===== config.mk =====
export PLATFORM = sky130hd
export DESIGN_NAME = regfile_scoreboard
export DESIGN_NICKNAME = d
export VERILOG_FILES = /design/src/logic/ooo_params_pkg.sv /design/src/logic/regfile_scoreboard.sv
export SDC_FILE = /design/constraint.sdc
export NUM_CORES = 2
export LEC_CHECK = 0
export BUFFER_PORTS_ARGS = -buffer_cell sky130_fd_sc_hd__buf_2
export CORE_MARGIN = 5
export CORE_UTILIZATION = 35
export DETAILED_ROUTE_END_ITERATION = 10
export SETUP_SLACK_MARGIN = 0.05
export SYNTH_ARGS = -nofsm -noshare
export SYNTH_HDL_FRONTEND = slang
export SYNTH_SLANG_ARGS = --single-unit
export TNS_END_PERCENT = 50

===== constraint.sdc =====
create_clock -name clk -period 5.96 [get_ports clk]
set_input_delay 1.49 -clock clk [delete_from_list [all_inputs] [get_ports clk]]
set_output_delay 1.49 -clock clk [all_outputs]
set_load 0.05 [all_outputs]

===== src/logic/ooo_params_pkg.sv =====
`default_nettype none

package ooo_params_pkg;

  localparam int queue_depth = 4;
  localparam int queue_ptr_w = $clog2(queue_depth);
  localparam int rs_depth    = 3;
  localparam int rs_idx_w    = $clog2(rs_depth);
  localparam int rob_depth   = 8;
  localparam int rob_tag_w   = $clog2(rob_depth);

endpackage

`default_nettype wire


===== src/logic/regfile_scoreboard.sv =====
`timescale 1ns/1ps
`default_nettype none

module regfile_scoreboard (
  input  logic        clk,
  input  logic        rst_n,
  input  logic        rob_push,
  input  logic [4:0]  issue_rd_s,
  input  logic [ooo_params_pkg::rob_tag_w-1:0] issue_rob,
  input  logic [4:0]  issue_rs1_s,
  input  logic [4:0]  issue_rs2_s,
  input  logic        commit_valid,
  input  logic [4:0]  commit_rd_s,
  input  logic [31:0] commit_rd_v,
  input  logic [ooo_params_pkg::rob_tag_w-1:0] commit_rob,
  output logic [31:0] rs1_v,
  output logic        rs1_ready,
  output logic [ooo_params_pkg::rob_tag_w-1:0] rs1_rob,
  output logic [31:0] rs2_v,
  output logic        rs2_ready,
  output logic [ooo_params_pkg::rob_tag_w-1:0] rs2_rob
);

  logic [31:0] regs [32];
  logic        busy [32];
  logic [ooo_params_pkg::rob_tag_w-1:0] tag [32];

  assign rs1_v     = regs[issue_rs1_s];
  assign rs1_ready = !busy[issue_rs1_s];
  assign rs1_rob   = tag[issue_rs1_s];
  assign rs2_v     = regs[issue_rs2_s];
  assign rs2_ready = !busy[issue_rs2_s];
  assign rs2_rob   = tag[issue_rs2_s];

  always_ff @(posedge clk or negedge rst_n) begin
    if (!rst_n) begin
      for (int i = 0; i < 32; i++) begin
        regs[i] <= '0;
        busy[i] <= 1'b0;
        tag[i]  <= '0;
      end
    end else begin
      // x0 stays zero and is never tracked
      if (commit_valid && commit_rd_s != 5'd0) begin
        regs[commit_rd_s] <= commit_rd_v;
        if (tag[commit_rd_s] == commit_rob) busy[commit_rd_s] <= 1'b0;
      end
      // later assignment, so a same-cycle producer wins
      if (rob_push && issue_rd_s != 5'd0) begin
        busy[issue_rd_s] <= 1'b1;
        tag[issue_rd_s]  <= issue_rob;
      end
    end
  end

endmodule

`default_nettype wire


# Word level (Yosys, flattened, before mapping)
# Cells that the tools add are included.
[op_classes] bitwise=7 magnitude_cmp=6 muxes=34 n_eq_ne=1 reduce_logical=8
[op_table] op="bitwise mux 1024 bit" n=1
[op_table] op="binary-select mux 32 bit (select 5 bit)" n=2
[op_table] op="2-to-1 mux 32 bit" n=8
[op_table] op="demux 32 bit (select 5 bit)" n=1
[op_table] op="bitwise mux 96 bit" n=1
[op_table] op="binary-select mux 3 bit (select 5 bit)" n=3
[op_table] op="bitwise AND 32 bit" n=1
[op_table] op="inverter 32 bit" n=1
[op_table] op="OR 32 bit" n=1
[op_table] op="greater-or-equal comparator 6 bit, second input constant" n=4
[op_table] op="inverter 5 -> 6 bit" n=4
[op_table] op="2-to-1 mux 3 bit" n=7
[op_table] op="demux 3 bit (select 5 bit)" n=1
[op_table] op="< comparator 6 x 1 -> 1 bit, second input constant" n=2
[op_table] op="binary-select mux 1 bit (select 5 bit)" n=2
[op_table] op="demux 1 bit (select 5 bit)" n=2
[op_table] op="nonzero test 5 bit" n=2
[op_table] op="2-to-1 mux 1 bit" n=6
[op_table] op="logical AND 1 bit" n=4
[op_table] op="== test 3 bit" n=1
[op_table] op="zero test 1 bit" n=2
[word_totals] output_inout_bits=72 regBits=1152 elab_cells=152 input_bits=62

# Logic depth before layout (Yosys ltp)
[depth] word_depth=11 ltp_mapped=10 ltp_nobuf=7

# Worst setup path before layout
# No wires, ideal clock.
[synth_path] kind="input-to-output" start="input port issue_rs1_s[1]" end="output port rs1_ready" required_time_ns=4.470 t_arrival_ns=3.954 slack_ns=0.516 n_path_buf=3 path_stages=6 path_cell_list="clkbuf_1 buf_2 buf_1 mux4_2 mux4_2 mux2i_1"
[synth_via] elab_chain_cells=5
[synth_rtl] element="from (decl)" line_no="regfile_scoreboard.sv:10" rtl="input logic [4:0] issue_rs1_s,"
[synth_rtl] element="inverter 5 -> 6 bit (implied by the code)" line_no="regfile_scoreboard.sv:29" rtl="assign rs1_ready = !busy[issue_rs1_s];"
[synth_rtl] element="binary-select mux 1 bit (select 5 bit)" line_no="regfile_scoreboard.sv:29"
[synth_rtl] element="2-to-1 mux 1 bit (implied by the code) (2 in a row)" line_no="regfile_scoreboard.sv:29"
[synth_rtl] element="zero test 1 bit" line_no="regfile_scoreboard.sv:29"
[synth_rtl] element="to (decl)" line_no="regfile_scoreboard.sv:17" rtl="output logic rs1_ready,"
# Every way passes these cells. The select of a mux whose other input is x is not followed.

# Worst setup path in the final report
[layout_path] start="input port issue_rs2_s[0]" end="output port rs2_v[23]"
[layout_via] elab_chain_cells=4
[layout_rtl] element="from (decl)" line_no="regfile_scoreboard.sv:11" rtl="input logic [4:0] issue_rs2_s,"
[layout_rtl] element="inverter 5 -> 6 bit (implied by the code)" line_no="regfile_scoreboard.sv:31" rtl="assign rs2_v = regs[issue_rs2_s];"
[layout_rtl] element="binary-select mux 32 bit (select 5 bit)" line_no="regfile_scoreboard.sv:31"
[layout_rtl] element="2-to-1 mux 32 bit (implied by the code) (2 in a row)" line_no="regfile_scoreboard.sv:31"
[layout_rtl] element="to (decl)" line_no="regfile_scoreboard.sv:19" rtl="output logic [31:0] rs2_v,"
# Every way passes these cells. The select of a mux whose other input is x is not followed.

==> flow_metrics.env <==
export IMPL_rsz0062_at_grt="no"
export IMPL_status="finished clean"
export IMPL_post_route_util=0.397
export IMPL_critical_path_top_delay_family="multiplexers"
export IMPL_fin_skew_ns=0.0160
export IMPL_hold_path_class="flip-flop to flip-flop"
export IMPL_worst_slew_pin_slew_ns=1.16
export IMPL_dp_hpwl_um=110000
export IMPL_holdBufCountCts=0
export IMPL_wl_per_cell_um=30.2
export IMPL_synth_seq_cells=1152
export IMPL_rr_endpoint="busy[8]"
export IMPL_setup_violations=0
export IMPL_clockRootBuffer="clkbuf_16"
export IMPL_tns_ns=0
export IMPL_min_to="regs[993]"
export IMPL_dieArea_um2=185000
export IMPL_max_stage_delay_ns=0.54
export IMPL_ys_warn_count=0
export IMPL_worst_setup_path_end_kind="primary output"
export IMPL_max_cap_violations=0
export IMPL_ys_types=41
export IMPL_cts_setup_buffers=0
export IMPL_yosysMostFrequentCell="mux2_2"
export IMPL_whs_ns=0.392
export IMPL_syn_nets=3787
export IMPL_r2r_start="tag[12]"
export IMPL_io_pins=134
export IMPL_yosys_area_top_type_share=0.468
export IMPL_grt_use_total=0.201
export IMPL_path_cells="buf_8, buf_12, mux4_2, mux4_2, mux2_2, buf_2"
export IMPL_first_global_vias=38500
export IMPL_fmax_mhz=186
export IMPL_insertion_delay_ns=0.74
export IMPL_first_iter_violations=3003
export IMPL_postRouteAntennaNets=0
export IMPL_vias=36300
export IMPL_die_w_um=430
export IMPL_place_congestion=0.818
export IMPL_fin_crit_ns=5.37
export IMPL_critPathSlowestCell="mux4_2"
export IMPL_cts_tree="done"
export IMPL_viasPerCell=5.90
export IMPL_p_leak_nw=29.1
export IMPL_maxSlewViolCount=0
export IMPL_cp_depth=6
export IMPL_synth_ff_type="dfrtp_1"
export IMPL_synth_edf_count=0
export IMPL_fin_nets=3778
export IMPL_h_tree_depth=3
export IMPL_fp_coreArea_um2=176000
export IMPL_period_share=0.901
export IMPL_numClockSinks=1152
export IMPL_cts_resized=0
export IMPL_drive_gt1_frac=0.632
export IMPL_worstSetupPathType="input pin to primary output"
export IMPL_grt_max_degree=133
export IMPL_reg2regPathDepth=7
export IMPL_crit_path_start="issue_rs2_s[0]"
export IMPL_cpMostUsedCell="mux4_2"
export IMPL_finalHoldViolations=0
export IMPL_netlist_top_cells_count="1156 x mux2_2, 1152 x dfrtp_1, 729 x mux4_2, 258 x clkbuf_1, 125 x buf_2"
export IMPL_path_clk_slew_ns=0.06
export IMPL_slew_headroom=0.223
export IMPL_start_util=0.351
export IMPL_first_pass_iters=7
export IMPL_totalWireLength_um=186000
export IMPL_startpoint_type="input pin"
export IMPL_worstPathMaxFanout=32
export IMPL_synthTopCellsByArea="dfrtp_1 47%, mux4_2 27%, mux2_2 21%"
export IMPL_place_port_buffers=133
export IMPL_synth_top_area_cell="dfrtp_1"
export IMPL_antenna_found_initial=16
export IMPL_drc=0
export IMPL_max_vdd_ir_drop_v=0.000222
export IMPL_total_power_mw=23.5
export IMPL_ys_async_sr_fraction=1.00
export IMPL_power_density_nw_per_um2=337
export IMPL_grt_first_pass_wirelength_um=276000
export IMPL_min_delay_start="regs[993]"
export IMPL_rows=154
export IMPL_arrival_ns=3.88
export IMPL_syn_area_per_cell_um2=16.6
export IMPL_required_ns=4.47
export IMPL_ys_seq_area_frac=0.468
export IMPL_whs_path_depth=0
export IMPL_cts_made_buffers=121
export IMPL_syn_to_final_growth_pct=13.2
export IMPL_worst_path_buf_inv=3
export IMPL_ff2ff_setup_slack_ns=3.45
export IMPL_synthCells=3725
export IMPL_synth_cell_area_um2=61700
export IMPL_die_h_um=430
export IMPL_clockBufferDepth=3
export IMPL_grt_overflow=0
## worst max-delay path by stage
stage	to	slack, ns
4_1_cts	rs2_v[23]	0.54
2_1_floorplan	rs1_ready	0.52
6_report	rs2_v[23]	0.59
3_5_place_dp	rs2_v[23]	0.54
3_3_place_gp	rs2_v[28]	0.55
5_1_grt	rs1_v[18]	0.52
## layout make-up
class / count / area, um^2
clock inverters: 44 / 512
inverters: 7 / 26.3
repair buffers: 302 / 2930
diodes: 4 / 10.0
clock buffers: 171 / 3410
multi-input cells: 2132 / 31200
well taps: 2340 / 2930
flip-flops and latches: 1152 / 28800
fillers: 16100 / 106000
## worst register-to-register path: cells and delay by family, from the launching register on
family                 cells  cell delay (ns)
AO/OA/AOI/OAI              2             0.52
XOR/XNOR                   1             0.23
buffers and inverters      1             0.34
flip-flops                 1             0.40
multiplexers               1             0.49
AND/OR/NAND/NOR            2             0.38
## cells by family (layout without fill, tap and decap cells)
logic type,after synthesis,count (layout),share of synthesized area
AO/OA/AOI/OAI,58,58,0.00643
XOR/XNOR,3,3,0.000426
buffers and inverters,441,524,0.0310
flip-flops,1152,1152,0.468
multiplexers,1917,1917,0.483
other,0,4,0
AND/OR/NAND/NOR,154,154,0.0120
## routing by layer
| layer | GRT usage | routed length (um) | part of all wire |
|---|---|---|---|
| met1 | 0.269 | 77700 | 0.42 |
| met2 | 0.336 | 92800 | 0.50 |
| met3 | 0.0281 | 9230 | 0.050 |
| met5 | 0 | 27 | 0.00015 |
| met4 | 0.0694 | 6280 | 0.034 |
## where the power goes
group | internal, mW | switching (mW)
registers | 9.32 | 1.11
logic | 3.18 | 2.33
clock network | 4.35 | 3.24
## layout by cell type, fill, tap and decap left out, drive strengths merged, types with 13 or more instances in the layout
cell type	count
clkbuf	171
dfrtp	1152
nor2	77
clkinv	28
buf	302
mux2i	32
mux2	1156
nor3	16
a31oi	20
mux4	729
nand2	13
## metrics by stage
stage                     setup slack (ns)  area, um^2  cells
after floorplan                      0.516       61700   3725
after global placement               0.547       65900   5933
after detailed placement             0.537       65900   5933
after CTS                            0.536       69800   6148
after global routing                 0.518       69800   6150
final                                0.590       69800   6152
## flip-flops by register name, summed over array words and instances, names as in the netlist
| register | cells |
|---|---|
| tag | 96 |
| regs | 1024 |
| busy | 32 |
Power figures use the tool's default switching activity.
