File: config.mk
export PLATFORM = sky130hd
export DESIGN_NAME = rob
export DESIGN_NICKNAME = d
export VERILOG_FILES = /design/src/logic/ooo_params_pkg.sv /design/src/logic/rob.sv
export SDC_FILE = /design/constraint.sdc
export NUM_CORES = 1
export LEC_CHECK = 0
export BUFFER_PORTS_ARGS = -buffer_cell sky130_fd_sc_hd__buf_2
export CAP_MARGIN = 20
export CORE_MARGIN = 2
export CORE_UTILIZATION = 45
export DETAILED_ROUTE_END_ITERATION = 6
export PLACE_DENSITY = 0.68
export SETUP_SLACK_MARGIN = 0.4
export SYNTH_ARGS = -nofsm -noshare
export SYNTH_HDL_FRONTEND = slang
export SYNTH_SLANG_ARGS = --single-unit
File: constraint.sdc
create_clock -name clk -period 5.2 [get_ports clk]
set_clock_uncertainty 0.1 [all_clocks]
set_input_delay 0.26 -clock clk [delete_from_list [all_inputs] [get_ports clk]]
set_output_delay 0.26 -clock clk [all_outputs]
set_load 0.02 [all_outputs]
File: src/logic/ooo_params_pkg.sv
`default_nettype none

package ooo_params_pkg;

  localparam int queue_depth = 4;
  localparam int queue_ptr_w = $clog2(queue_depth);
  localparam int rs_depth    = 3;
  localparam int rs_idx_w    = $clog2(rs_depth);
  localparam int rob_depth   = 8;
  localparam int rob_tag_w   = $clog2(rob_depth);

endpackage

`default_nettype wire

File: src/logic/rob.sv
`timescale 1ns/1ps
`default_nettype none

module rob (
  input  logic        clk,
  input  logic        rst_n,
  input  logic        rob_push,
  input  logic [31:0] issue_pc,
  input  logic [4:0]  issue_rd_s,
  input  logic        cdb_valid,
  input  logic [ooo_params_pkg::rob_tag_w-1:0] cdb_rob,
  input  logic [31:0] cdb_rd_v,
  input  logic [ooo_params_pkg::rob_tag_w-1:0] rs1_rob,
  input  logic [ooo_params_pkg::rob_tag_w-1:0] rs2_rob,
  output logic        rob_full,
  output logic [ooo_params_pkg::rob_tag_w-1:0] issue_rob,
  output logic        rs1_rob_ready,
  output logic [31:0] rs1_rob_v,
  output logic        rs2_rob_ready,
  output logic [31:0] rs2_rob_v,
  output logic        commit_valid,
  output logic [ooo_params_pkg::rob_tag_w-1:0] commit_rob,
  output logic [31:0] commit_pc,
  output logic [4:0]  commit_rd_s,
  output logic [31:0] commit_rd_v
);

  logic        done [ooo_params_pkg::rob_depth];
  logic [31:0] e_pc [ooo_params_pkg::rob_depth];
  logic [31:0] e_v [ooo_params_pkg::rob_depth];
  logic [4:0]  e_rd [ooo_params_pkg::rob_depth];
  logic [ooo_params_pkg::rob_tag_w-1:0] head;
  logic [ooo_params_pkg::rob_tag_w-1:0] tail;
  logic [ooo_params_pkg::rob_tag_w:0]   count;

  assign rob_full  = count == ooo_params_pkg::rob_depth;
  assign issue_rob = tail;

  // producer tags from the scoreboard always name a live entry
  assign rs1_rob_ready = done[rs1_rob];
  assign rs1_rob_v     = e_v[rs1_rob];
  assign rs2_rob_ready = done[rs2_rob];
  assign rs2_rob_v     = e_v[rs2_rob];

  assign commit_valid = (count != '0) && done[head];
  assign commit_rob   = head;
  assign commit_pc    = e_pc[head];
  assign commit_rd_s  = e_rd[head];
  assign commit_rd_v  = e_v[head];

  always_ff @(posedge clk or negedge rst_n) begin
    if (!rst_n) begin
      head  <= '0;
      tail  <= '0;
      count <= '0;
      for (int i = 0; i < ooo_params_pkg::rob_depth; i++) done[i] <= 1'b0;
    end else begin
      if (cdb_valid) done[cdb_rob] <= 1'b1;
      if (rob_push) begin
        done[tail] <= 1'b0;
        tail       <= tail + 1'b1;
      end
      if (commit_valid) head <= head + 1'b1;
      if (rob_push && !commit_valid) begin
        count <= count + 1'b1;
      end else if (!rob_push && commit_valid) begin
        count <= count - 1'b1;
      end
    end
  end

  always_ff @(posedge clk) begin
    if (rob_push) begin
      e_pc[tail] <= issue_pc;
      e_rd[tail] <= issue_rd_s;
    end
    if (cdb_valid) e_v[cdb_rob] <= cdb_rd_v;
  end

endmodule

`default_nettype wire

# --- Yosys cells after proc, flatten, opt, wreduce, memory -nomap -nowiden ---
# Memory sizes are Yosys's and may differ from the RTL's.
# Index checks and enable logic that the tools add are counted.
word_totals:
  register_bits: 18
  mem_bits_rw: 552
  inputBits: 82
  output_inout_bits: 143
  elab_cells: 64
  mem_count: 3
mem_list:
  columns: ["name", "words", "word_bits", "read_ports", "rd_clocked_by_memory_dff", "wr", "line_no", "rtl"]
  rows:
  - ["e_pc", 8, 32, 1, 0, 1, "rob.sv:29", "logic [31:0] e_pc [ooo_params_pkg::rob_depth];"]
  - ["e_v", 8, 32, 3, 0, 1, "rob.sv:30", "logic [31:0] e_v [ooo_params_pkg::rob_depth];"]
  - ["e_rd", 8, 5, 1, 0, 1, "rob.sv:31", "logic [4:0] e_rd [ooo_params_pkg::rob_depth];"]
op_classes:
  n_addsub: 4
  magnitude_cmp: 7
  n_eq_ne: 1
  muxes: 21
  bitwise_logic: 8
  n_reduce_logical: 9
ops:
  columns: ["operator", "count"]
  rows:
  - ["$ge 4x4->1 const B", 5]
  - ["$not 3->4", 5]
  - ["$mux 8", 2]
  - ["$mux 1", 12]
  - ["$bmux 1 s3", 3]
  - ["$and 8x8->8", 1]
  - ["$lt 4x1->1 const B", 2]
  - ["$mux 4", 2]
  - ["$not 8->8", 1]
  - ["$or 8x8->8", 1]
  - ["$add 3x1->3 const B", 2]
  - ["$demux 1 s3", 2]
  - ["$logic_and 1x1->1", 5]
  - ["$add 4x1->4 const B", 1]
  - ["$eq 4x4->1 const B", 1]
  - ["$reduce_bool 4->1", 1]
  - ["$sub 4x1->4 const B", 1]
  - ["$logic_not 1->1", 2]
  - ["$reduce_bool 2->1", 1]

# --- Longest topological paths before layout ---
logic_depth:
  word_depth: 9
  depth_mapped: 13
  mapped_depth_nobuf: 10

# --- Worst setup path before layout ---
# Ideal clock, no wire load.
synth_timing:
  path_kind: "register to register"
  from: "reg tail (netlist bit issue_rob[1])"
  to: "mem e_pc[0][0], enable pin"
  setup_ps: 480
  arrival_time_ps: 3282
  t_required_ps: 4620
  slack_ps: 1338
  stages_incl_launch_ff: 3
  path_buffers: 0
  period_less_slack_ps: 3862
  path_cell_list: "dfrtp_1 nand2b_1 nor3_1"
synth_rtl:
  columns: ["item", "line_no", "rtl"]
  rows:
  - ["from (decl)", "rob.sv:33", "logic [ooo_params_pkg::rob_tag_w-1:0] tail;"]
  - ["from (signal assigned)", "rob.sv:61", "tail <= tail + 1'b1;"]
  - ["to (decl)", "rob.sv:29", null]
# No word-level cell before the write port.

# --- Final worst setup path ---
layout_timing:
  from: "reg head (netlist bit commit_rob[0])"
  to: "out commit_rd_v[20]"
layout_between:
  elab_chain_len: 1
layout_rtl:
  columns: ["item", "line_no", "rtl"]
  rows:
  - ["from (decl)", "rob.sv:32", "logic [ooo_params_pkg::rob_tag_w-1:0] head;"]
  - ["from (signal assigned)", "rob.sv:63", "if (commit_valid) head <= head + 1'b1;"]
  - ["$mem_v2 8x32", null, null]
  - ["to (decl)", "rob.sv:25", "output logic [31:0] commit_rd_v"]
# No other way between the ends.

==> flow_summary.toml <==
[power_and_ir_drop]
p_total_mw = 15.0
p_leak_nw = 10.2
powerDensity_nw_per_um2 = 494
peakVddDrop_uv = 402

[sta]
setup_viol = 0
clock.fmax_mhz = 270
slew_violations = 0
finalHoldViolCount = 0
min_period_over_period = 0.713
setup_tns_ns = 0
rsz0062_at_grt = "no"
period_needed_ns = 3.71
worstMarginPinSlew_ns = 0.987
slew_headroom = 0.342

[clock_tree]
cts.repair.resized = 0
cts_tree = "built"
clk_path_buf_depth = 3
clockRootBuffer = "clkbuf_16"
cts.htree.levels = 2
cts_inserted_buffers = 58
cts_sinks = 570
ctsHoldBuffers = 73
post_cts_buffers = 0
clkTransAtPathRegs_ns = 0.06
worstSkewPairLatency_ns = 0.63

[worst_setup_path]
crit_required_ns = 4.84
worst-setup-path-type = "register to output pin"
arrival_ns = 3.35
crit_fanout = 39
critPathLaunchType = "register"
crit_path_end_kind = "output pin"

[global_routing]
antenna_found_initial = 2
grt_pass1_vias = 14000
grt_max_degree = 83
grt_usage = 0.201
grt_overflow_total = 0
grt_pass1_wl_um = 88200

[logic_synthesis]
synth.avg_cell_area_sq_um = 22.8
yosys_register_bits = 570
synth_cell_types = 35
synth_area_sq_um = 25900
syn_nets = 1223
yosys_warnings = 0
netlist_instances = 1135
yosysSeqAreaShare = 0.658

[die]
die_x_um = 244
start_util = 0.457
fp.coreArea_sq_um = 56600
die_h_um = 244
rows = 87
pin_count = 225
die_area_sq_um = 59400

[detailed_routing]
vias_per_cell = 5.80
drc = 0
drt_iter0_markers = 799
wl_um = 58900
vias = 13000
ant_nets = 0
routedWlPerCell_um = 26.2
first_pass_iters = 5

[layout]
regArea_sq_um = 17000
drive_gt1_frac = 0.513
area_growth_pct = 17.4
fillCellCount = 4385
fin_nets = 1535
multi_input_area_sq_um = 8430
n_antenna_cell = 0

[flow_run]
max_cap_viol_count = 0

[status]
status = "complete, no violations"

[hold_path]
hold_class = "input port to register"

[place]
port_buffers = 224
place_hpwl_um = 32500
gp_routability_congestion = 0.752
==> metrics by stage <==
stage | hold slack (ns) | utilization | setup WS (ns) | std cells | instance area [sq um]
CTS | 0.276 | 0.536 | 1.36 | 2244 | 30400
detailed placement | 0.123 | 0.491 | 1.98 | 2070 | 27800
global placement | 0.117 | 0.491 | 2.03 | 2070 | 27800
global route | 0.318 | 0.536 | 1.25 | 2244 | 30400
finish | 0.322 | 0.536 | 1.49 | 2244 | 30400
floorplan | -0.136 | - | 1.34 | 1135 | 25900
==> placed cells by master, fill, tap and decap left out, types with 2 or more instances in the layout <==
cell type      instances
dfrtp_4                3
ha_1                   5
bufinv_16              4
dfrtp_1               15
nor2_4                12
nor2_1                19
nand2b_1               6
clkinv_16              2
buf_4                 31
edfxtp_1             552
clkbuf_16             58
buf_12                 2
clkinv_4               2
mux2_4                54
clkbuf_1              13
clkinv_2               9
buf_2                222
mux2_2                84
inv_1                  3
nand2_1                6
clkinvlp_4             2
clkinv_1               9
xnor2_1                6
mux2i_1                5
dlygate4sd3_1         73
mux4_2               270
nor3_2                 4
==> registers in the layout, summed over array words and instances, names as in the netlist <==
register,flops
e_pc,256
e_v,256
e_rd,40
done,8
count,4
commit_rob,3
issue_rob,3
==> path summary, 6_finish.rpt <==
check                                          start                    to  slack (ns)  cells after the start
max in group asynchronous                      rst_n     done[6]$_DFF_PN0_        3.48                      4
max                        commit_rob[0]$_DFFE_PN0P_       commit_rd_v[20]        1.49                      4
min reg2reg                     count[3]$_DFFE_PN0P_  count[3]$_DFFE_PN0P_        0.41                      1
min                                       cdb_rob[1]  e_v[0][30]$_DFFE_PP_        0.32                      3
max reg2reg                commit_rob[1]$_DFFE_PN0P_  count[3]$_DFFE_PN0P_        2.01                     10
min in group asynchronous                      rst_n  count[1]$_DFFE_PN0P_        0.55                      3
==> cells by family after synthesis <==
| group | share of synthesized area |
|---|---|
| DFF | 0.658 |
| adders and majority gates | 0.00319 |
| muxes | 0.305 |
| AOI/OAI and AO/OA | 0.00198 |
| xor gates and xnor gates | 0.00237 |
| buffers and inverters | 0.0203 |
| and+or+nand+nor | 0.00933 |
==> Yosys cell counts <==
| cell type | number | area, sq um |
|---|---|---|
| nor2b_1 | 1 | 6.26 |
| mux2i_1 | 5 | 50.1 |
| mux2_4 | 54 | 811 |
| buf_6 | 9 | 101 |
| a21oi_1 | 1 | 5.00 |
| buf_2 | 35 | 175 |
| fa_1 | 1 | 20.0 |
| mux2_2 | 84 | 946 |
| dfrtp_1 | 18 | 450 |
| inv_1 | 3 | 11.3 |
| buf_8 | 1 | 15.0 |
| xor2_1 | 1 | 8.76 |
| nor3_1 | 4 | 20.0 |
| ha_1 | 5 | 62.6 |
| buf_4 | 2 | 15.0 |
| a31oi_2 | 1 | 12.5 |
| mux4_2 | 270 | 6080 |
| buf_12 | 6 | 120 |
| o21ai_0 | 1 | 5.00 |
| nor2_1 | 31 | 116 |
| nor4b_1 | 1 | 8.76 |
| buf_1 | 4 | 15.0 |
| o21ai_1 | 1 | 5.00 |
| nand3_2 | 1 | 10.0 |
| nand3b_1 | 1 | 7.51 |
| nand4_1 | 1 | 6.26 |
| edfxtp_1 | 552 | 16600 |
| clkbuf_1 | 19 | 71.3 |
| nand2b_1 | 6 | 37.5 |
| a22oi_1 | 1 | 7.51 |
| nand2_1 | 6 | 22.5 |
| a21o_1 | 1 | 7.51 |
| o2bb2ai_1 | 1 | 8.76 |
| nor4_1 | 1 | 6.26 |
| xnor2_1 | 6 | 52.6 |
==> power breakdown <==
part | switching, mW | internal [mW]
clock | 1.73 | 2.26
sequential | 0.441 | 5.56
combinational | 2.55 | 2.46
total | 4.72 | 10.3
==> critical path: stages, from the launching register on <==
cell,delay (ns)
dfrtp_4,0.93
buf_4,0.74
mux4_2,0.60
mux2_4,0.29
buf_2,0.16
==> final cells by class <==
cell class / instances / area share
Clock buffer: 71 / 0.0494
Multi-Input combinational cell: 486 / 0.278
Sequential cell: 570 / 0.561
Tap cell: 756 / 0.0312
Timing Repair Buffer: 328 / 0.0696
Clock inverter: 30 / 0.0105
Inverter: 3 / 0.000371
==> layer usage <==
metal	track usage	share of wire	wire length, um	vias to the layer above
met1	0.258	0.40	23300	6968
met2	0.345	0.51	30200	386
met3	0.0474	0.071	4210	81
li1	-	-	-	5571
met4	0.0502	0.019	1130	4
met5	0	0.00046	27	-
Power figures use the tool's default switching activity.
