<file path="src/logic/ooo_params_pkg.sv">
`default_nettype none

package ooo_params_pkg;

  localparam int queue_depth = 4;
  localparam int queue_ptr_w = $clog2(queue_depth);
  localparam int rs_depth    = 3;
  localparam int rs_idx_w    = $clog2(rs_depth);
  localparam int rob_depth   = 8;
  localparam int rob_tag_w   = $clog2(rob_depth);

endpackage

`default_nettype wire

</file>
<file path="src/logic/rv32i_types.sv">
`default_nettype none

package rv32i_types;

  localparam logic [6:0] op_lui = 7'b0110111;
  localparam logic [6:0] op_imm = 7'b0010011;
  localparam logic [6:0] op_reg = 7'b0110011;

  localparam logic [2:0] f3_add  = 3'b000;
  localparam logic [2:0] f3_sll  = 3'b001;
  localparam logic [2:0] f3_slt  = 3'b010;
  localparam logic [2:0] f3_sltu = 3'b011;
  localparam logic [2:0] f3_xor  = 3'b100;
  localparam logic [2:0] f3_sr   = 3'b101;
  localparam logic [2:0] f3_or   = 3'b110;
  localparam logic [2:0] f3_and  = 3'b111;

  // one fetched word, read as r or i format
  typedef union packed {
    struct packed {
      logic [6:0] funct7;
      logic [4:0] rs2;
      logic [4:0] rs1;
      logic [2:0] funct3;
      logic [4:0] rd;
      logic [6:0] opcode;
    } r;
    struct packed {
      logic [11:0] imm12;
      logic [4:0]  rs1;
      logic [2:0]  funct3;
      logic [4:0]  rd;
      logic [6:0]  opcode;
    } i;
  } instr_t;

endpackage

`default_nettype wire

</file>
<file path="src/logic/fetch.sv">
`timescale 1ns/1ps
`default_nettype none

module fetch (
  input  logic        clk,
  input  logic        rst_n,
  input  logic [31:0] imem_rdata,
  input  logic        imem_resp,
  input  logic        instr_pop,
  output logic [31:0] imem_addr,
  output logic [3:0]  imem_rmask,
  output logic        instr_valid,
  output logic [31:0] issue_pc,
  output logic [6:0]  issue_opcode,
  output logic [2:0]  issue_funct3,
  output logic [6:0]  issue_funct7,
  output logic [31:0] issue_imm,
  output logic [4:0]  issue_rs1_s,
  output logic [4:0]  issue_rs2_s,
  output logic [4:0]  issue_rd_s
);

  logic [31:0] pc;
  logic        pending;
  logic        req;
  logic [31:0] q_word [ooo_params_pkg::queue_depth];
  logic [31:0] q_pc [ooo_params_pkg::queue_depth];
  logic [ooo_params_pkg::queue_ptr_w-1:0] q_head;
  logic [ooo_params_pkg::queue_ptr_w-1:0] q_tail;
  logic [ooo_params_pkg::queue_ptr_w:0]   q_count;
  rv32i_types::instr_t head_word;

  // no request while one is in flight or the queue has no room
  assign req        = !pending && (q_count < ooo_params_pkg::queue_depth);
  assign imem_addr  = pc;
  assign imem_rmask = req ? 4'hf : 4'h0;

  always_ff @(posedge clk or negedge rst_n) begin
    if (!rst_n) begin
      pc      <= '0;
      pending <= 1'b0;
      q_head  <= '0;
      q_tail  <= '0;
      q_count <= '0;
    end else begin
      if (req) begin
        pc      <= pc + 32'd4;
        pending <= 1'b1;
      end else if (imem_resp) begin
        pending <= 1'b0;
      end
      if (imem_resp) begin
        q_tail <= q_tail + 1'b1;
      end
      if (instr_pop) begin
        q_head <= q_head + 1'b1;
      end
      if (imem_resp && !instr_pop) begin
        q_count <= q_count + 1'b1;
      end else if (!imem_resp && instr_pop) begin
        q_count <= q_count - 1'b1;
      end
    end
  end

  always_ff @(posedge clk) begin
    if (imem_resp) begin
      q_word[q_tail] <= imem_rdata;
      // pc has already stepped past this request
      q_pc[q_tail]   <= pc - 32'd4;
    end
  end

  // head decode
  assign head_word    = q_word[q_head];
  assign instr_valid  = q_count != '0;
  assign issue_pc     = q_pc[q_head];
  assign issue_opcode = head_word.r.opcode;
  assign issue_funct3 = head_word.r.funct3;
  assign issue_funct7 = head_word.r.funct7;
  assign issue_rd_s   = head_word.r.rd;

  always_comb begin
    if (head_word.r.opcode == rv32i_types::op_lui) begin
      issue_imm   = {head_word.i.imm12, head_word.i.rs1, head_word.i.funct3, 12'h000};
      issue_rs1_s = 5'd0;
    end else begin
      issue_imm   = {{20{head_word.i.imm12[11]}}, head_word.i.imm12};
      issue_rs1_s = head_word.i.rs1;
    end
    issue_rs2_s = (head_word.r.opcode == rv32i_types::op_reg) ? head_word.r.rs2 : 5'd0;
  end

endmodule

`default_nettype wire

</file>
<file path="config.mk">
export PLATFORM = sky130hd
export DESIGN_NAME = fetch
export DESIGN_NICKNAME = d
export VERILOG_FILES = /design/src/logic/ooo_params_pkg.sv /design/src/logic/rv32i_types.sv /design/src/logic/fetch.sv
export SDC_FILE = /design/constraint.sdc
export NUM_CORES = 1
export LEC_CHECK = 0
export CAP_MARGIN = 15
export CORE_MARGIN = 5
export CORE_UTILIZATION = 65
export DETAILED_ROUTE_END_ITERATION = 12
export DONT_BUFFER_PORTS = 1
export PLACE_DENSITY = 0.92
export SYNTH_ARGS = -nofsm -noshare
export SYNTH_HDL_FRONTEND = slang
export SYNTH_SLANG_ARGS = --single-unit
export TNS_END_PERCENT = 30
</file>
<file path="constraint.sdc">
create_clock -name clk -period 4.2 [get_ports clk]
set_input_delay 1.05 -clock clk [delete_from_list [all_inputs] [get_ports clk]]
set_output_delay 1.05 -clock clk [all_outputs]
set_load 0.05 [all_outputs]
</file>
* Yosys cells after proc, flatten, opt, wreduce, memory -nomap -nowiden *
Memories as Yosys holds them, arrays and structs flattened.
Cells that the tools add are included.

storage, ports and cells
  bits in read-only memories = 0
  bits of input ports = 36
  word-level logic and storage cells = 35
  memory bits (writable) = 256
  bits in latches = 0
  register bits = 40
  output and inout bits = 133
  memories kept = 2

operators by class
  reductions and logical operators = 9
  shifts and indexed selects = 0
  div/mod/pow operators = 0
  $mul = 0
  add/sub/neg operators = 6
  eq/ne operators = 2
  bitwise gates (word level) = 0
  multiplexer cells = 10
  magnitude comparators = 1

memory list
  name    depth  bits a word  rd ports  clocked after Yosys merged registers in  write ports  line         text
  q_pc    4      32           1         0                                        1            fetch.sv:27  logic [31:0] q_pc [ooo_params_pkg::queue_depth];
  q_word  4      32           1         0                                        1            fetch.sv:26  logic [31:0] q_word [ooo_params_pkg::queue_depth];

operator list
  kind                                                                  number
  32-bit by 3-bit adder with 32-bit output, second input constant       1
  32-bit by 3-bit subtractor with 32-bit output, second input constant  1
  31-bit 2-to-1 mux                                                     1
  7-bit by 6-bit == test with 1-bit output, second input constant       2
  5-bit 2-to-1 mux                                                      2
  3-bit 2-to-1 mux                                                      2
  2-bit by 1-bit adder with 2-bit output, second input constant         2
  1-bit 2-to-1 mux                                                      4
  4-bit 2-to-1 mux                                                      1
  2-bit nonzero test                                                    2
  3-bit by 1-bit adder with 3-bit output, second input constant         1
  1-bit logical AND                                                     3
  1-bit logical NOT                                                     3
  3-bit < comparator, second input constant                             1
  3-bit nonzero test                                                    1
  3-bit by 1-bit subtractor with 3-bit output, second input constant    1

* Longest topological paths before layout *
  word-level depth = 4
  depth in mapped cells = 7
  gate-level depth less buffers = 7

* Worst setup path after synthesis *
Ideal clock, no wire load.

  path type = register -> output
  from = reg q_head[0] in the netlist's numbering
  to = out issue_imm[0]
  data required time = 3150 ps
  path buffers = 3
  cell stages (with the launch flop) = 8
  slack = 517 ps
  data arrival time = 2633 ps
  cells stage by stage = dfrtp_1 -> buf_6 -> mux4_2 -> and4bb_1 -> and4_1 -> buf_4 -> buf_4 -> nor2b_1

on the way
  cells in the longest elaborated chain, start to end = 3

ends and longest elaborated chain
  what                                      line         text
  start: declaration                        fetch.sv:28  logic [ooo_params_pkg::queue_ptr_w-1:0] q_head;
  start signal: assignment                  fetch.sv:56  q_head <= q_head + 1'b1;
  memory 4 x 32 bit                         n/a
  net issue_opcode[5]                       fetch.sv:14  output logic [6:0] issue_opcode,
  7-bit by 6-bit == test with 1-bit output  fetch.sv:84  if (head_word.r.opcode == rv32i_types::op_lui) begin
  31-bit 2-to-1 mux                         fetch.sv:84
  end: declaration                          fetch.sv:17  output logic [31:0] issue_imm,

The timed path passes the listed nets, and every way through them passes these cells.

* Worst setup path in the final report *
  from = reg q_head[0] in the netlist's numbering
  to = out issue_imm[23]

on the way
  cells in the longest elaborated chain, start to end = 3

ends and longest elaborated chain
  what                                      line
  memory 4 x 32 bit *                       n/a
  7-bit by 6-bit == test with 1-bit output  fetch.sv:84
  31-bit 2-to-1 mux *                       fetch.sv:84

Mark *: on every way between the ends. The rest lies on a longest branch, timed or not.

==> impl_metrics.json <==
{
  "run_status": "complete, no violations",
  "wl_per_cell_um": 26.0,
  "synth_async_sr_flop_share": 0.133,
  "fp-row-count": 49,
  "fmax_mhz": 252,
  "grt_first_pass_wirelength_um": 36900,
  "post_drt_via_cell_ratio": 6.34,
  "post_dp_cell_area_mm2": 0.0125,
  "sequential_fraction_of_the_synthesis_area": 0.716,
  "critPathKind": "reg -> out",
  "crit-reg2reg-capture": "imem_addr[28]$_DFFE_PN0P_",
  "drt_iter0_drc": 517,
  "fp.dieArea_mm2": 0.0208,
  "min_period_ps": 3960,
  "starting_density_of_the_core": 0.657,
  "gr-usage-all-layers": 0.237,
  "drtPass1Iterations": 5,
  "worst_slew_pin_slew_ps": 855,
  "fillerInstances": 938,
  "hpwlAfterDp_um": 15500,
  "timing.rr.start": "imem_addr[8]$_DFFE_PN0P_",
  "clock_insertion_delay_worst_skew_ps": 530,
  "endpoint_kind": "output port",
  "cts_made_buffers": 28,
  "standard_cell_core_area_mm2": 0.0178,
  "synthCells": 640,
  "drt-total-wl_um": 24300,
  "grt_setup_unrepaired": "false",
  "vias": 5931,
  "die_height_um": 144,
  "htreeDepth": 1,
  "nNetsFinal": 728,
  "postSynthRegisterBits": 286,
  "syn2layout_area_growth_pct": 15.3,
  "clock_tree_from_tritoncts": "done",
  "final-hold-violation-count": 0,
  "required_ps": 3150,
  "clockRootBuffer": "sky130_fd_sc_hd__clkbuf_16",
  "clock_skew_ps": 10.5,
  "mostFrequentLayoutCell": "sky130_fd_sc_hd__edfxtp_1",
  "syn-cell-area_mm2": 0.0117,
  "io_buffer_count": 0,
  "floorplan.io_pins": 169,
  "layout_common_cells": "sky130_fd_sc_hd__edfxtp_1 (248), sky130_fd_sc_hd__mux4_2 (62), sky130_fd_sc_hd__dfrtp_1 (36), sky130_fd_sc_hd__xnor2_1 (35), sky130_fd_sc_hd__buf_4 (30)",
  "globalRoute.totalOverflow": 0,
  "fin_crit_sh": 0.944,
  "fin_cells": 935,
  "pre_cts_slack_ps": 174,
  "peak_fanout_along_the_critical_path": 36,
  "hold_bufs_inserted_after_cts": 0,
  "drv_slew": 0,
  "postRouteAntennaNets": 0,
  "number_of_global_route_vias_before_repair": 6277,
  "clock_sinks": 286,
  "worst_setup_path_start_kind": "register",
  "synth-edff-count": 248,
  "largest_net_degree_at_the_start_of_global_routing": 51,
  "timing.critical_path.arrival_ps": 2910,
  "diodes": 0,
  "postCtsSetupBuffers": 0,
  "post_route_cells_drive_above_1_share": 0.241,
  "horizontal_die_dimension_um": 144,
  "hold_path_class": "in -> async",
  "ctsLongestPathBuffers": 3,
  "synthesis.yosys.warnings": 0,
  "reg2reg_setup_slack_ps": 1310,
  "max_cap_violations": 0,
  "mean_instance_size_in_the_synthesized_netlist_um2": 18.3,
  "post-route-cell-area_mm2": 0.0135,
  "worst_slew_margin_rel": 0.430,
  "dp.cells": 883,
  "antenna_found_initial": 0,
  "setup_violations": 0,
  "routabilityCongestion": 0.856,
  "timing.setup.tns_ps": 0,
  "synth_ff_type": "sky130_fd_sc_hd__edfxtp_1",
  "clkTransAtPathRegs_ps": 60,
  "reg2reg_depth": 4,
  "setup_slack_ps": 237,
  "netlist-cell-type-count": 38,
  "remaining_drc_errors": 0
}
[kinds of logic (layout without fill, tap and decap cells)]
| kind of cell | after synthesis | count (layout) | synth area share |
|---|---|---|---|
| multiplexers | 64 | 64 | 0.121 |
| AO/OA/AOI/OAI | 23 | 23 | 0.0145 |
| adder cells (fa/ha/maj) | 8 | 8 | 0.00918 |
| AND/OR/NAND/NOR | 138 | 138 | 0.0667 |
| other | 1 | 4 | 0.000320 |
| XOR/XNOR | 61 | 61 | 0.0456 |
| flip-flops | 286 | 286 | 0.716 |
| buffers and inverters | 59 | 122 | 0.0264 |
[routing by layer]
metal	part of all wire	track usage	up-vias	routed length, um
met5	0	0	-	0
met3	0.11	0.0741	42	2590
met4	0.022	0.0535	0	529
li1	-	-	2562	-
met1	0.35	0.285	3037	8460
met2	0.52	0.423	290	12700
[worst max-delay path: stages, from the launching register on]
cell and delay (ps):
sky130_fd_sc_hd__dfrtp_4 530, sky130_fd_sc_hd__buf_8 390, sky130_fd_sc_hd__mux4_2 640, sky130_fd_sc_hd__a41oi_2 200, sky130_fd_sc_hd__buf_4 260, sky130_fd_sc_hd__a21o_1 180
sky130_fd_sc_hd__buf_12 150
[Yosys cell counts (3+ instances only)]
cell type | number | area share
sky130_fd_sc_hd__a21o_1 | 19 | 0.012
sky130_fd_sc_hd__and2_1 | 11 | 0.0059
sky130_fd_sc_hd__and3_1 | 5 | 0.0027
sky130_fd_sc_hd__and4_1 | 5 | 0.0037
sky130_fd_sc_hd__and4b_1 | 3 | 0.0026
sky130_fd_sc_hd__buf_1 | 3 | 0.00096
sky130_fd_sc_hd__buf_2 | 13 | 0.0056
sky130_fd_sc_hd__buf_4 | 13 | 0.0083
sky130_fd_sc_hd__buf_6 | 3 | 0.0029
sky130_fd_sc_hd__clkbuf_1 | 14 | 0.0045
sky130_fd_sc_hd__dfrtp_1 | 38 | 0.081
sky130_fd_sc_hd__edfxtp_1 | 248 | 0.64
sky130_fd_sc_hd__ha_1 | 7 | 0.0075
sky130_fd_sc_hd__inv_1 | 13 | 0.0042
sky130_fd_sc_hd__mux4_2 | 62 | 0.12
sky130_fd_sc_hd__nand2_1 | 19 | 0.0061
sky130_fd_sc_hd__nand3_1 | 19 | 0.0081
sky130_fd_sc_hd__nand4_1 | 7 | 0.0037
sky130_fd_sc_hd__nand4b_1 | 3 | 0.0022
sky130_fd_sc_hd__nor2_1 | 16 | 0.0051
sky130_fd_sc_hd__nor2b_1 | 16 | 0.0085
sky130_fd_sc_hd__nor3_1 | 11 | 0.0047
sky130_fd_sc_hd__nor4_1 | 13 | 0.0069
sky130_fd_sc_hd__or3_1 | 3 | 0.0016
sky130_fd_sc_hd__xnor2_1 | 35 | 0.026
sky130_fd_sc_hd__xor2_1 | 26 | 0.019
[cell type report]
class / count / area, um^2 / area share
Sequential cell: 286 / 8400 / 0.622
Multi-Input combinational cell: 298 / 3050 / 0.226
Clock buffer: 43 / 818 / 0.0606
Timing Repair Buffer: 57 / 761 / 0.0563
Tap cell: 229 / 287 / 0.0212
Clock inverter: 9 / 148 / 0.0109
Inverter: 13 / 48.8 / 0.00361
[per-stage QoR]
step	hold slack, ps	util
2_1_floorplan	474	-
3_3_place_gp	507	0.703
3_5_place_dp	528	0.703
4_1_cts	190	0.757
5_1_grt	180	0.757
6_report	215	0.757
[worst max path at each step]
stage                     startpoint            end  slack, ps  depth (start not counted)
2_1_floorplan  q_head[0]$_DFFE_PN0P_   issue_imm[0]        520                          7
3_3_place_gp   q_head[0]$_DFFE_PN0P_  issue_imm[14]        330                          5
3_5_place_dp   q_head[0]$_DFFE_PN0P_  issue_imm[29]        170                          5
4_1_cts        q_head[0]$_DFFE_PN0P_  issue_imm[23]         10                          5
5_1_grt        q_head[0]$_DFFE_PN0P_  issue_imm[23]         70                          6
6_report       q_head[0]$_DFFE_PN0P_  issue_imm[23]        240                          6
[registers in the layout (all words and copies together), names as in the netlist]
signal	flops
q_count	3
q_head	2
q_pc	120
pending	1
q_word	128
imem_addr	30
q_tail	2
[timing repair]
item	in CTS	in global routing
cloned	0	0
resized for setup	2	3
endpoints found under the setup margin	35	35
Power is left out: the tool's default activity adds up to more than one toggle a clock period on the data nets, which glitch-free logic cannot reach.
