<file path="src/logic/ooo_params_pkg.sv">
`default_nettype none

package ooo_params_pkg;

  localparam int queue_depth = 4;
  localparam int queue_ptr_w = $clog2(queue_depth);
  localparam int rs_depth    = 3;
  localparam int rs_idx_w    = $clog2(rs_depth);
  localparam int rob_depth   = 8;
  localparam int rob_tag_w   = $clog2(rob_depth);

endpackage

`default_nettype wire

</file>
<file path="src/logic/rv32i_types.sv">
`default_nettype none

package rv32i_types;

  localparam logic [6:0] op_lui = 7'b0110111;
  localparam logic [6:0] op_imm = 7'b0010011;
  localparam logic [6:0] op_reg = 7'b0110011;

  localparam logic [2:0] f3_add  = 3'b000;
  localparam logic [2:0] f3_sll  = 3'b001;
  localparam logic [2:0] f3_slt  = 3'b010;
  localparam logic [2:0] f3_sltu = 3'b011;
  localparam logic [2:0] f3_xor  = 3'b100;
  localparam logic [2:0] f3_sr   = 3'b101;
  localparam logic [2:0] f3_or   = 3'b110;
  localparam logic [2:0] f3_and  = 3'b111;

  // one fetched word, read as r or i format
  typedef union packed {
    struct packed {
      logic [6:0] funct7;
      logic [4:0] rs2;
      logic [4:0] rs1;
      logic [2:0] funct3;
      logic [4:0] rd;
      logic [6:0] opcode;
    } r;
    struct packed {
      logic [11:0] imm12;
      logic [4:0]  rs1;
      logic [2:0]  funct3;
      logic [4:0]  rd;
      logic [6:0]  opcode;
    } i;
  } instr_t;

endpackage

`default_nettype wire

</file>
<file path="src/logic/alu_rs.sv">
`timescale 1ns/1ps
`default_nettype none

module alu_rs (
  input  logic        clk,
  input  logic        rst_n,
  input  logic        rs_issue,
  input  logic [6:0]  issue_opcode,
  input  logic [2:0]  issue_funct3,
  input  logic [6:0]  issue_funct7,
  input  logic [31:0] issue_imm,
  input  logic [ooo_params_pkg::rob_tag_w-1:0] issue_rob,
  input  logic [31:0] rs1_v,
  input  logic        rs1_ready,
  input  logic [ooo_params_pkg::rob_tag_w-1:0] rs1_rob,
  input  logic        rs1_rob_ready,
  input  logic [31:0] rs1_rob_v,
  input  logic [31:0] rs2_v,
  input  logic        rs2_ready,
  input  logic [ooo_params_pkg::rob_tag_w-1:0] rs2_rob,
  input  logic        rs2_rob_ready,
  input  logic [31:0] rs2_rob_v,
  output logic        rs_full,
  output logic        cdb_valid,
  output logic [ooo_params_pkg::rob_tag_w-1:0] cdb_rob,
  output logic [31:0] cdb_rd_v
);

  logic        valid [ooo_params_pkg::rs_depth];
  logic        rdy [ooo_params_pkg::rs_depth];
  // older[i][j] set when entry i was written before entry j
  logic        older [ooo_params_pkg::rs_depth][ooo_params_pkg::rs_depth];
  logic [2:0]  e_f3 [ooo_params_pkg::rs_depth];
  logic        e_alt [ooo_params_pkg::rs_depth];
  logic [31:0] a_v [ooo_params_pkg::rs_depth];
  logic [31:0] b_v [ooo_params_pkg::rs_depth];
  logic        a_rdy [ooo_params_pkg::rs_depth];
  logic        b_rdy [ooo_params_pkg::rs_depth];
  logic [ooo_params_pkg::rob_tag_w-1:0] a_rob [ooo_params_pkg::rs_depth];
  logic [ooo_params_pkg::rob_tag_w-1:0] b_rob [ooo_params_pkg::rs_depth];
  logic [ooo_params_pkg::rob_tag_w-1:0] e_rob [ooo_params_pkg::rs_depth];
  logic [ooo_params_pkg::rs_idx_w-1:0]  slot;
  logic [ooo_params_pkg::rs_idx_w-1:0]  sel;
  logic        sel_ok;
  logic [31:0] new_a;
  logic [31:0] new_b;
  logic        new_a_rdy;
  logic        new_b_rdy;
  logic [2:0]  new_f3;
  logic        new_alt;
  logic [31:0] alu_f;

  // regfile first, then a written-back rob entry, then this cycle's bus
  function automatic logic [32:0] pick(input logic rf_rdy, input logic [31:0] rf_v,
                                       input logic rob_rdy, input logic [31:0] rob_v,
                                       input logic [ooo_params_pkg::rob_tag_w-1:0] tag);
    if (rf_rdy) return {1'b1, rf_v};
    if (rob_rdy) return {1'b1, rob_v};
    if (cdb_valid && cdb_rob == tag) return {1'b1, cdb_rd_v};
    return {1'b0, rf_v};
  endfunction

  always_comb begin
    {new_a_rdy, new_a} = pick(rs1_ready, rs1_v, rs1_rob_ready, rs1_rob_v, rs1_rob);
    if (issue_opcode == rv32i_types::op_reg) begin
      {new_b_rdy, new_b} = pick(rs2_ready, rs2_v, rs2_rob_ready, rs2_rob_v, rs2_rob);
    end else begin
      {new_b_rdy, new_b} = {1'b1, issue_imm};
    end
  end

  // lui is an add onto x0
  assign new_f3  = (issue_opcode == rv32i_types::op_lui) ? rv32i_types::f3_add : issue_funct3;
  assign new_alt = issue_funct7[5] && (issue_opcode == rv32i_types::op_reg ||
                   (issue_opcode == rv32i_types::op_imm && issue_funct3 == rv32i_types::f3_sr));

  always_comb begin
    rs_full = 1'b1;
    slot    = '0;
    for (int i = ooo_params_pkg::rs_depth - 1; i >= 0; i--) begin
      rdy[i] = valid[i] && a_rdy[i] && b_rdy[i];
      if (!valid[i]) begin
        rs_full = 1'b0;
        slot    = i[ooo_params_pkg::rs_idx_w-1:0];
      end
    end
  end

  // oldest ready entry
  always_comb begin
    logic beaten;
    sel_ok = 1'b0;
    sel    = '0;
    for (int i = 0; i < ooo_params_pkg::rs_depth; i++) begin
      beaten = 1'b0;
      for (int j = 0; j < ooo_params_pkg::rs_depth; j++) begin
        if (j != i && rdy[j] && older[j][i]) beaten = 1'b1;
      end
      if (rdy[i] && !beaten) begin
        sel_ok = 1'b1;
        sel    = i[ooo_params_pkg::rs_idx_w-1:0];
      end
    end
  end

  always_comb begin
    logic [31:0] op_a;
    logic [31:0] op_b;
    op_a = a_v[sel];
    op_b = b_v[sel];
    case (e_f3[sel])
      rv32i_types::f3_add:  alu_f = e_alt[sel] ? op_a - op_b : op_a + op_b;
      rv32i_types::f3_sll:  alu_f = op_a << op_b[4:0];
      rv32i_types::f3_slt:  alu_f = {31'd0, $signed(op_a) < $signed(op_b)};
      rv32i_types::f3_sltu: alu_f = {31'd0, op_a < op_b};
      rv32i_types::f3_xor:  alu_f = op_a ^ op_b;
      rv32i_types::f3_sr: begin
        if (e_alt[sel]) alu_f = $signed(op_a) >>> op_b[4:0];
        else alu_f = op_a >> op_b[4:0];
      end
      rv32i_types::f3_or:   alu_f = op_a | op_b;
      default:              alu_f = op_a & op_b;
    endcase
  end

  always_ff @(posedge clk or negedge rst_n) begin
    if (!rst_n) begin
      cdb_valid <= 1'b0;
      for (int i = 0; i < ooo_params_pkg::rs_depth; i++) begin
        valid[i] <= 1'b0;
        for (int j = 0; j < ooo_params_pkg::rs_depth; j++) older[i][j] <= 1'b0;
      end
    end else begin
      cdb_valid <= sel_ok;
      if (sel_ok) valid[sel] <= 1'b0;
      if (rs_issue) begin
        valid[slot] <= 1'b1;
        for (int j = 0; j < ooo_params_pkg::rs_depth; j++) begin
          if (j != slot) begin
            older[slot][j] <= 1'b0;
            older[j][slot] <= 1'b1;
          end
        end
      end
    end
  end

  always_ff @(posedge clk) begin
    // wakeup from the result bus
    for (int i = 0; i < ooo_params_pkg::rs_depth; i++) begin
      if (cdb_valid && !a_rdy[i] && a_rob[i] == cdb_rob) begin
        a_v[i]   <= cdb_rd_v;
        a_rdy[i] <= 1'b1;
      end
      if (cdb_valid && !b_rdy[i] && b_rob[i] == cdb_rob) begin
        b_v[i]   <= cdb_rd_v;
        b_rdy[i] <= 1'b1;
      end
    end
    if (rs_issue) begin
      a_v[slot]   <= new_a;
      a_rdy[slot] <= new_a_rdy;
      a_rob[slot] <= rs1_rob;
      b_v[slot]   <= new_b;
      b_rdy[slot] <= new_b_rdy;
      b_rob[slot] <= rs2_rob;
      e_rob[slot] <= issue_rob;
      e_f3[slot]  <= new_f3;
      e_alt[slot] <= new_alt;
    end
    cdb_rob  <= e_rob[sel];
    cdb_rd_v <= alu_f;
  end

endmodule

`default_nettype wire

</file>
<file path="config.mk">
export PLATFORM = sky130hd
export DESIGN_NAME = alu_rs
export DESIGN_NICKNAME = d
export VERILOG_FILES = /design/src/logic/ooo_params_pkg.sv /design/src/logic/rv32i_types.sv /design/src/logic/alu_rs.sv
export SDC_FILE = /design/constraint.sdc
export NUM_CORES = 1
export LEC_CHECK = 0
export BUFFER_PORTS_ARGS = -buffer_cell sky130_fd_sc_hd__buf_2
export CAP_MARGIN = 5
export CORE_ASPECT_RATIO = 2
export CORE_MARGIN = 4
export CORE_UTILIZATION = 40
export CTS_BUF_LIST = sky130_fd_sc_hd__clkbuf_4 sky130_fd_sc_hd__clkbuf_8
export DETAILED_ROUTE_END_ITERATION = 10
export GPL_ROUTABILITY_DRIVEN = 0
export MAX_ROUTING_LAYER = met4
export PLACE_DENSITY = 0.58
export SKIP_LAST_GASP = 1
export SYNTH_ARGS = -nofsm -noshare
export SYNTH_HDL_FRONTEND = slang
export SYNTH_SLANG_ARGS = --single-unit
</file>
<file path="constraint.sdc">
create_clock -name clk -period 6.6 [get_ports clk]
set_clock_uncertainty 0.2 [all_clocks]
set_input_delay 0.33 -clock clk [delete_from_list [all_inputs] [get_ports clk]]
set_output_delay 0.33 -clock clk [all_outputs]
set_load 0.01 [all_outputs]
</file>
### Word-level counts from Yosys, hierarchy flattened

Memory sizes are Yosys's and may differ from the RTL's. A register that Yosys moved wholly into a read port is not among the register bits.
Index checks and enable logic that the tools add are counted.

* logic and storage cells: 197
* memories kept: 9
* register bits: 45
* input bits: 193
* output and inout bits: 37
* RAM bits: 237

Memory list
* a_v: depth 3, width 32, read ports 1, clocked after memory_dff 0, wr ports 4, RTL line alu_rs.sv:35 `logic [31:0] a_v [ooo_params_pkg::rs_depth];`
* b_v: depth 3, width 32, read ports 1, clocked after memory_dff 0, wr ports 4, RTL line alu_rs.sv:36 `logic [31:0] b_v [ooo_params_pkg::rs_depth];`
* a_rob: depth 3, width 3, read ports 3, clocked after memory_dff 0, wr ports 1, RTL line alu_rs.sv:39 `logic [ooo_params_pkg::rob_tag_w-1:0] a_rob [ooo_params_pkg::rs_depth];`
* b_rob: depth 3, width 3, read ports 3, clocked after memory_dff 0, wr ports 1, RTL line alu_rs.sv:40 `logic [ooo_params_pkg::rob_tag_w-1:0] b_rob [ooo_params_pkg::rs_depth];`
* e_f3: depth 3, width 3, read ports 1, clocked after memory_dff 0, wr ports 1, RTL line alu_rs.sv:33 `logic [2:0] e_f3 [ooo_params_pkg::rs_depth];`
* e_rob: depth 3, width 3, read ports 1, clocked after memory_dff 1, wr ports 1, RTL line alu_rs.sv:41 `logic [ooo_params_pkg::rob_tag_w-1:0] e_rob [ooo_params_pkg::rs_depth];`
* 3 more memories

* shifts and indexed selects: 3
* reductions and logical operators: 45
* equal/unequal tests: 20
* add/subtract/negate cells: 2
* bitwise logic cells: 17
* $lt $le $gt $ge: 6
* multiplexer cells: 81

Operators with widths (count)
* $mux 33: 12
* $pmux 32 s7: 1
* $mux 32: 3
* $lt 32x32->1: 2
* $mux 1: 46
* $mux 9: 5
* $logic_and 1x1->1: 33
* $add 32x32->32: 1
* $and 32x32->32: 1
* $or 32x32->32: 1
* $shl 32x5->32: 1
* $shr 32x5->32: 1
* $sshr 32x5->32: 1
* $sub 32x32->32: 1
* $xor 32x32->32: 1
* $and 9x9->9: 3
* $not 9->9: 3
* $eq 3x3->1: 8
* $demux 3 s2: 3
* $eq 7x6->1 const B: 2
* $eq 3x3->1 const B: 4
* $mux 3: 4
* $or 3x3->3: 4
* $mux 2: 5
* other kinds (15): 28

### Logic depth before layout (Yosys ltp)

* depth in word-level cells: 20
* depth in mapped cells: 23
* depth with buffers taken out: 18

### Least setup slack after synthesis

OpenSTA, ideal clock, no wires.

* path kind: register to register
* start: register cdb_rob[2] in the netlist's numbering (read register of e_rob)
* end: memory a_v[2][0], enable pin
* path slack: 1541 ps
* data required time: 5886 ps
* stages on the path, launching flop included: 4
* path buffers: 1
* arrival: 4344 ps
* library setup time: 514 ps
* path through: dfxtp_1 -> clkbuf_1 -> xor2_1 -> o41ai_1

RTL lines
* start: declaration: RTL line alu_rs.sv:25 `output logic [ooo_params_pkg::rob_tag_w-1:0] cdb_rob,`
* end: declaration: RTL line alu_rs.sv:35

### Final worst setup path

* start: register valid[1] in the netlist's numbering
* end: register cdb_rd_v[0]

* word-level cells in the longest chain between the ends: 11
* elaborated cells on any way between the ends: 33
* those cells by class: add/sub (2); order compare (2); eq/ne (6); shift (3); mux (6); bitwise (3); reduce/logical (7); memory (4)

Ends and longest elaborated chain
* start: declaration: RTL line alu_rs.sv:29 `logic valid [ooo_params_pkg::rs_depth];`
* start signal: indexed assignment: RTL line alu_rs.sv:130 `valid[i] <= 1'b0;`
* start signal: indexed assignment: RTL line alu_rs.sv:135 `if (sel_ok) valid[sel] <= 1'b0;`
* start signal: indexed assignment: RTL line alu_rs.sv:137 `valid[slot] <= 1'b1;`
* $logic_and 1x1->1 * (2 in series): RTL line alu_rs.sv:81 `rdy[i] = valid[i] && a_rdy[i] && b_rdy[i];`
* $logic_and 1x1->1: RTL line alu_rs.sv:97 `if (j != i && rdy[j] && older[j][i]) beaten = 1'b1;`
* $mux 1: RTL line alu_rs.sv:97
* $logic_not 1->1: RTL line alu_rs.sv:99 `if (rdy[i] && !beaten) begin`
* $logic_and 1x1->1: RTL line alu_rs.sv:99
* $mux 2 *: RTL line alu_rs.sv:99
* $mem_v2 3x32 (on tied branches)
* $add 32x32->32, or another cell as far along: RTL line alu_rs.sv:112 `rv32i_types::f3_add: alu_f = e_alt[sel] ? op_a - op_b : op_a + op_b;`
* $mux 32 (on tied branches): RTL line alu_rs.sv:112, alu_rs.sv:118
* $pmux 32 s7 *: RTL line alu_rs.sv:111 `case (e_f3[sel])`
* net alu_f[0]: RTL line alu_rs.sv:51 `logic [31:0] alu_f;`
* end signal: assignment: RTL line alu_rs.sv:172 `cdb_rd_v <= alu_f;`
* end: declaration: RTL line alu_rs.sv:26 `output logic [31:0] cdb_rd_v`

Mark *: on every way through the listed nets, which the timed path passes. The rest lies on a longest branch.
A chain may end at the register's enable or synchronous reset.

==> impl_metrics.json <==
{
  "maxSlewViolCount": 0,
  "syn_nets": 2830,
  "tns_ns": 0,
  "worst_r2r_endpoint": "cdb_rd_v[0]$_DFF_P_",
  "cts_root_buf": "clkbuf_8",
  "crit_arrival_ns": 6.32,
  "synthArstFlopShare_pct": 3.55,
  "setup_viol": 0,
  "syn_area_um2": 22100,
  "viasPerCell": 6.54,
  "drt_iter0_markers": 2457,
  "rows": 121,
  "clock_latency_ns": 0.64,
  "yosysUniqueCellTypes": 98,
  "end_kind": "register",
  "synth.yosys.warnings": 0,
  "synth_flop_cell": "edfxtp_1",
  "fp.dieW_um": 174,
  "max_freq_mhz": 167,
  "setup.worst_path.start": "valid[1]$_DFF_PN0_",
  "fillCellCount": 5236,
  "ios": 230,
  "synth-seq-cells": 282,
  "final_layout_size_suffix_gt1_share_pct": 16.4,
  "period_share_pct": 90.7,
  "cts_buffer_depth": 3,
  "start_kind": "register",
  "fin_nets": 3083,
  "hold_viol": 0,
  "cts.sinks": 282,
  "grt_pass1_wl_um": 145000,
  "relSlewSlack_pct": 14.4,
  "core_area_um2": 54700,
  "reg2reg_depth": 17,
  "cts_made_buffers": 41,
  "grt_pass1_vias": 22900,
  "syn_avg_cell_area_um2": 8.75,
  "overflow": 0,
  "endpoint": "cdb_rd_v[0]$_DFF_P_",
  "start_util_pct": 40.5,
  "drtPass1Iterations": 6,
  "antenna_left": 0,
  "synth_cells": 2529,
  "grt_setup_unrepaired": "false",
  "synth_edf_count": 231,
  "r2r_start": "valid[1]$_DFF_PN0_",
  "cts_tree": "done",
  "period_needed_ns": 5.99,
  "whs_path_depth": 3,
  "seq_area_frac_synth_pct": 36.2,
  "wirelength_um": 101000,
  "final_common_cell": "nor2_1",
  "ff2ff_setup_slack_ns": 0.61,
  "status": "finished, final reports clean",
  "layout_common_cells": "nor2_1, o21ai_0, edfxtp_1",
  "antenna_found_initial": 4,
  "worstMarginPinSlew_ns": 1.28,
  "max_cap_viol_count": 0,
  "cts_resized": 0,
  "die_h_um": 341,
  "drc": 0,
  "critical_path_required_ns": 6.93,
  "grt_max_degree": 73,
  "path_class": "register to register",
  "dieArea_um2": 59400,
  "vias": 23300,
  "io_buffers": 223,
  "syn2layout_area_growth_pct": 17.7,
  "grtUsageTotal_pct": 33.3,
  "dp_hpwl_um": 70200,
  "routedWlPerCell_um": 28.3,
  "clk_pin_slew_ns": 0.08,
  "h-tree-depth": 2,
  "cp_max_fo": 15,
  "worstHoldPathType": "input pin to register",
  "hold_start": "rs1_v[4]"
}
-- flip-flops by register name, indices dropped and copies added, names as in the netlist, named ones only --
register,count
a_v,96
b_v,96
cdb_rd_v,32
a_rob,9
b_rob,9
e_f3,9
e_rob,9
a_rdy,3
b_rdy,3
cdb_rob,3
e_alt,3
valid,3
older,2
cdb_valid,1
-- cell usage after synthesis, drive strengths merged, types with 38 or more instances --
| library cell | number | area, um^2 |
|---|---|---|
| a22oi | 66 | 495 |
| nand2b | 46 | 288 |
| dfxtp | 41 | 821 |
| mux2i | 123 | 1240 |
| inv | 105 | 399 |
| edfxtp | 231 | 6940 |
| ha | 106 | 1330 |
| a221oi | 72 | 678 |
| nand2 | 207 | 780 |
| nor2 | 275 | 1040 |
| clkbuf | 115 | 432 |
| a211oi | 38 | 290 |
| a21oi | 165 | 830 |
| buf | 82 | 497 |
| nor3 | 62 | 310 |
| o21ai | 269 | 1350 |
| o21a | 38 | 285 |
-- routing by layer --
metal / part of all wire, % / track usage, %
met1: 33 / 35.2
met2: 48 / 55.4
met3: 9.7 / 7.13
met4: 8.5 / 22.7
met5: 0 / -
-- logic make-up (layout without fill, tap and decap cells) --
logic type               after synthesis  after routing  synth area share, %
XOR/XNOR                              45             45                 1.78
other                                  0              6                    0
adder cells (fa/ha/maj)              108            108                 6.17
AO/OA/AOI/OAI                        932            932                 28.7
multiplexers                         143            143                 6.61
buffers and inverters                304            589                 6.03
flip-flops                           282            282                 36.2
AND/OR/NAND/NOR                      715            715                 14.5
-- worst max-delay path, cell delays in order, from the launching register on --
cell,delay (ns)
dfrtp_1,0.52
and3_1,0.26
nand3_1,0.11
nand2_2,0.47
o221ai_1,0.39
ha_1,0.35
fa_1,0.49
nor2_1,0.16
o31ai_1,0.13
a221oi_1,0.41
a221o_1,0.29
a31oi_2,0.23
o211ai_1,0.62
a31oi_1,0.25
o41ai_1,0.44
buf_4,0.23
a21oi_1,0.07
a221o_1,0.25
-- worst min path at each step --
stage,end
2_1_floorplan,async pin
3_3_place_gp,async pin
3_5_place_dp,async pin
4_1_cts,a_v[0][25]$_DFFE_PP_
5_1_grt,a_v[1][16]$_DFFE_PP_
6_report,a_v[1][4]$_DFFE_PP_
-- per-stage QoR --
step / setup WS [ns] / std cells / hold slack [ns] / utilization, % / cell area, um^2
final: 0.615 / 3558 / 0.0163 / 47.7 / 26100
after global routing: 0.203 / 3556 / 0.0341 / 47.7 / 26000
after CTS: 0.799 / 3551 / 0.00355 / 47.6 / 26000
after detailed placement: 0.808 / 3365 / 0.0110 / 43.9 / 24000
after global placement: 0.904 / 3365 / 0.00498 / 43.9 / 24000
after floorplan: 1.54 / 2529 / -0.166 / - / 22100
-- timing repair --
item | 4_1_cts | 5_1_grt
endpoints found under the hold margin | 221 | 0
hold buffers | 111 | 0
setup buffers | 0 | 0
-- layout make-up --
cell class | count | area (um^2) | area share (%)
multi-input cells | 1943 | 13000 | 49.7
flip-flops and latches | 282 | 8010 | 30.7
repair buffers | 407 | 2800 | 10.7
well taps | 738 | 923 | 3.54
clock buffers | 53 | 698 | 2.68
inverters | 107 | 407 | 1.56
clock inverters | 22 | 251 | 0.965
diodes | 6 | 15.0 | 0.0576
Power is left out: the tool's default activity adds up to more than one toggle a clock period on the data nets, which glitch-free logic cannot reach.
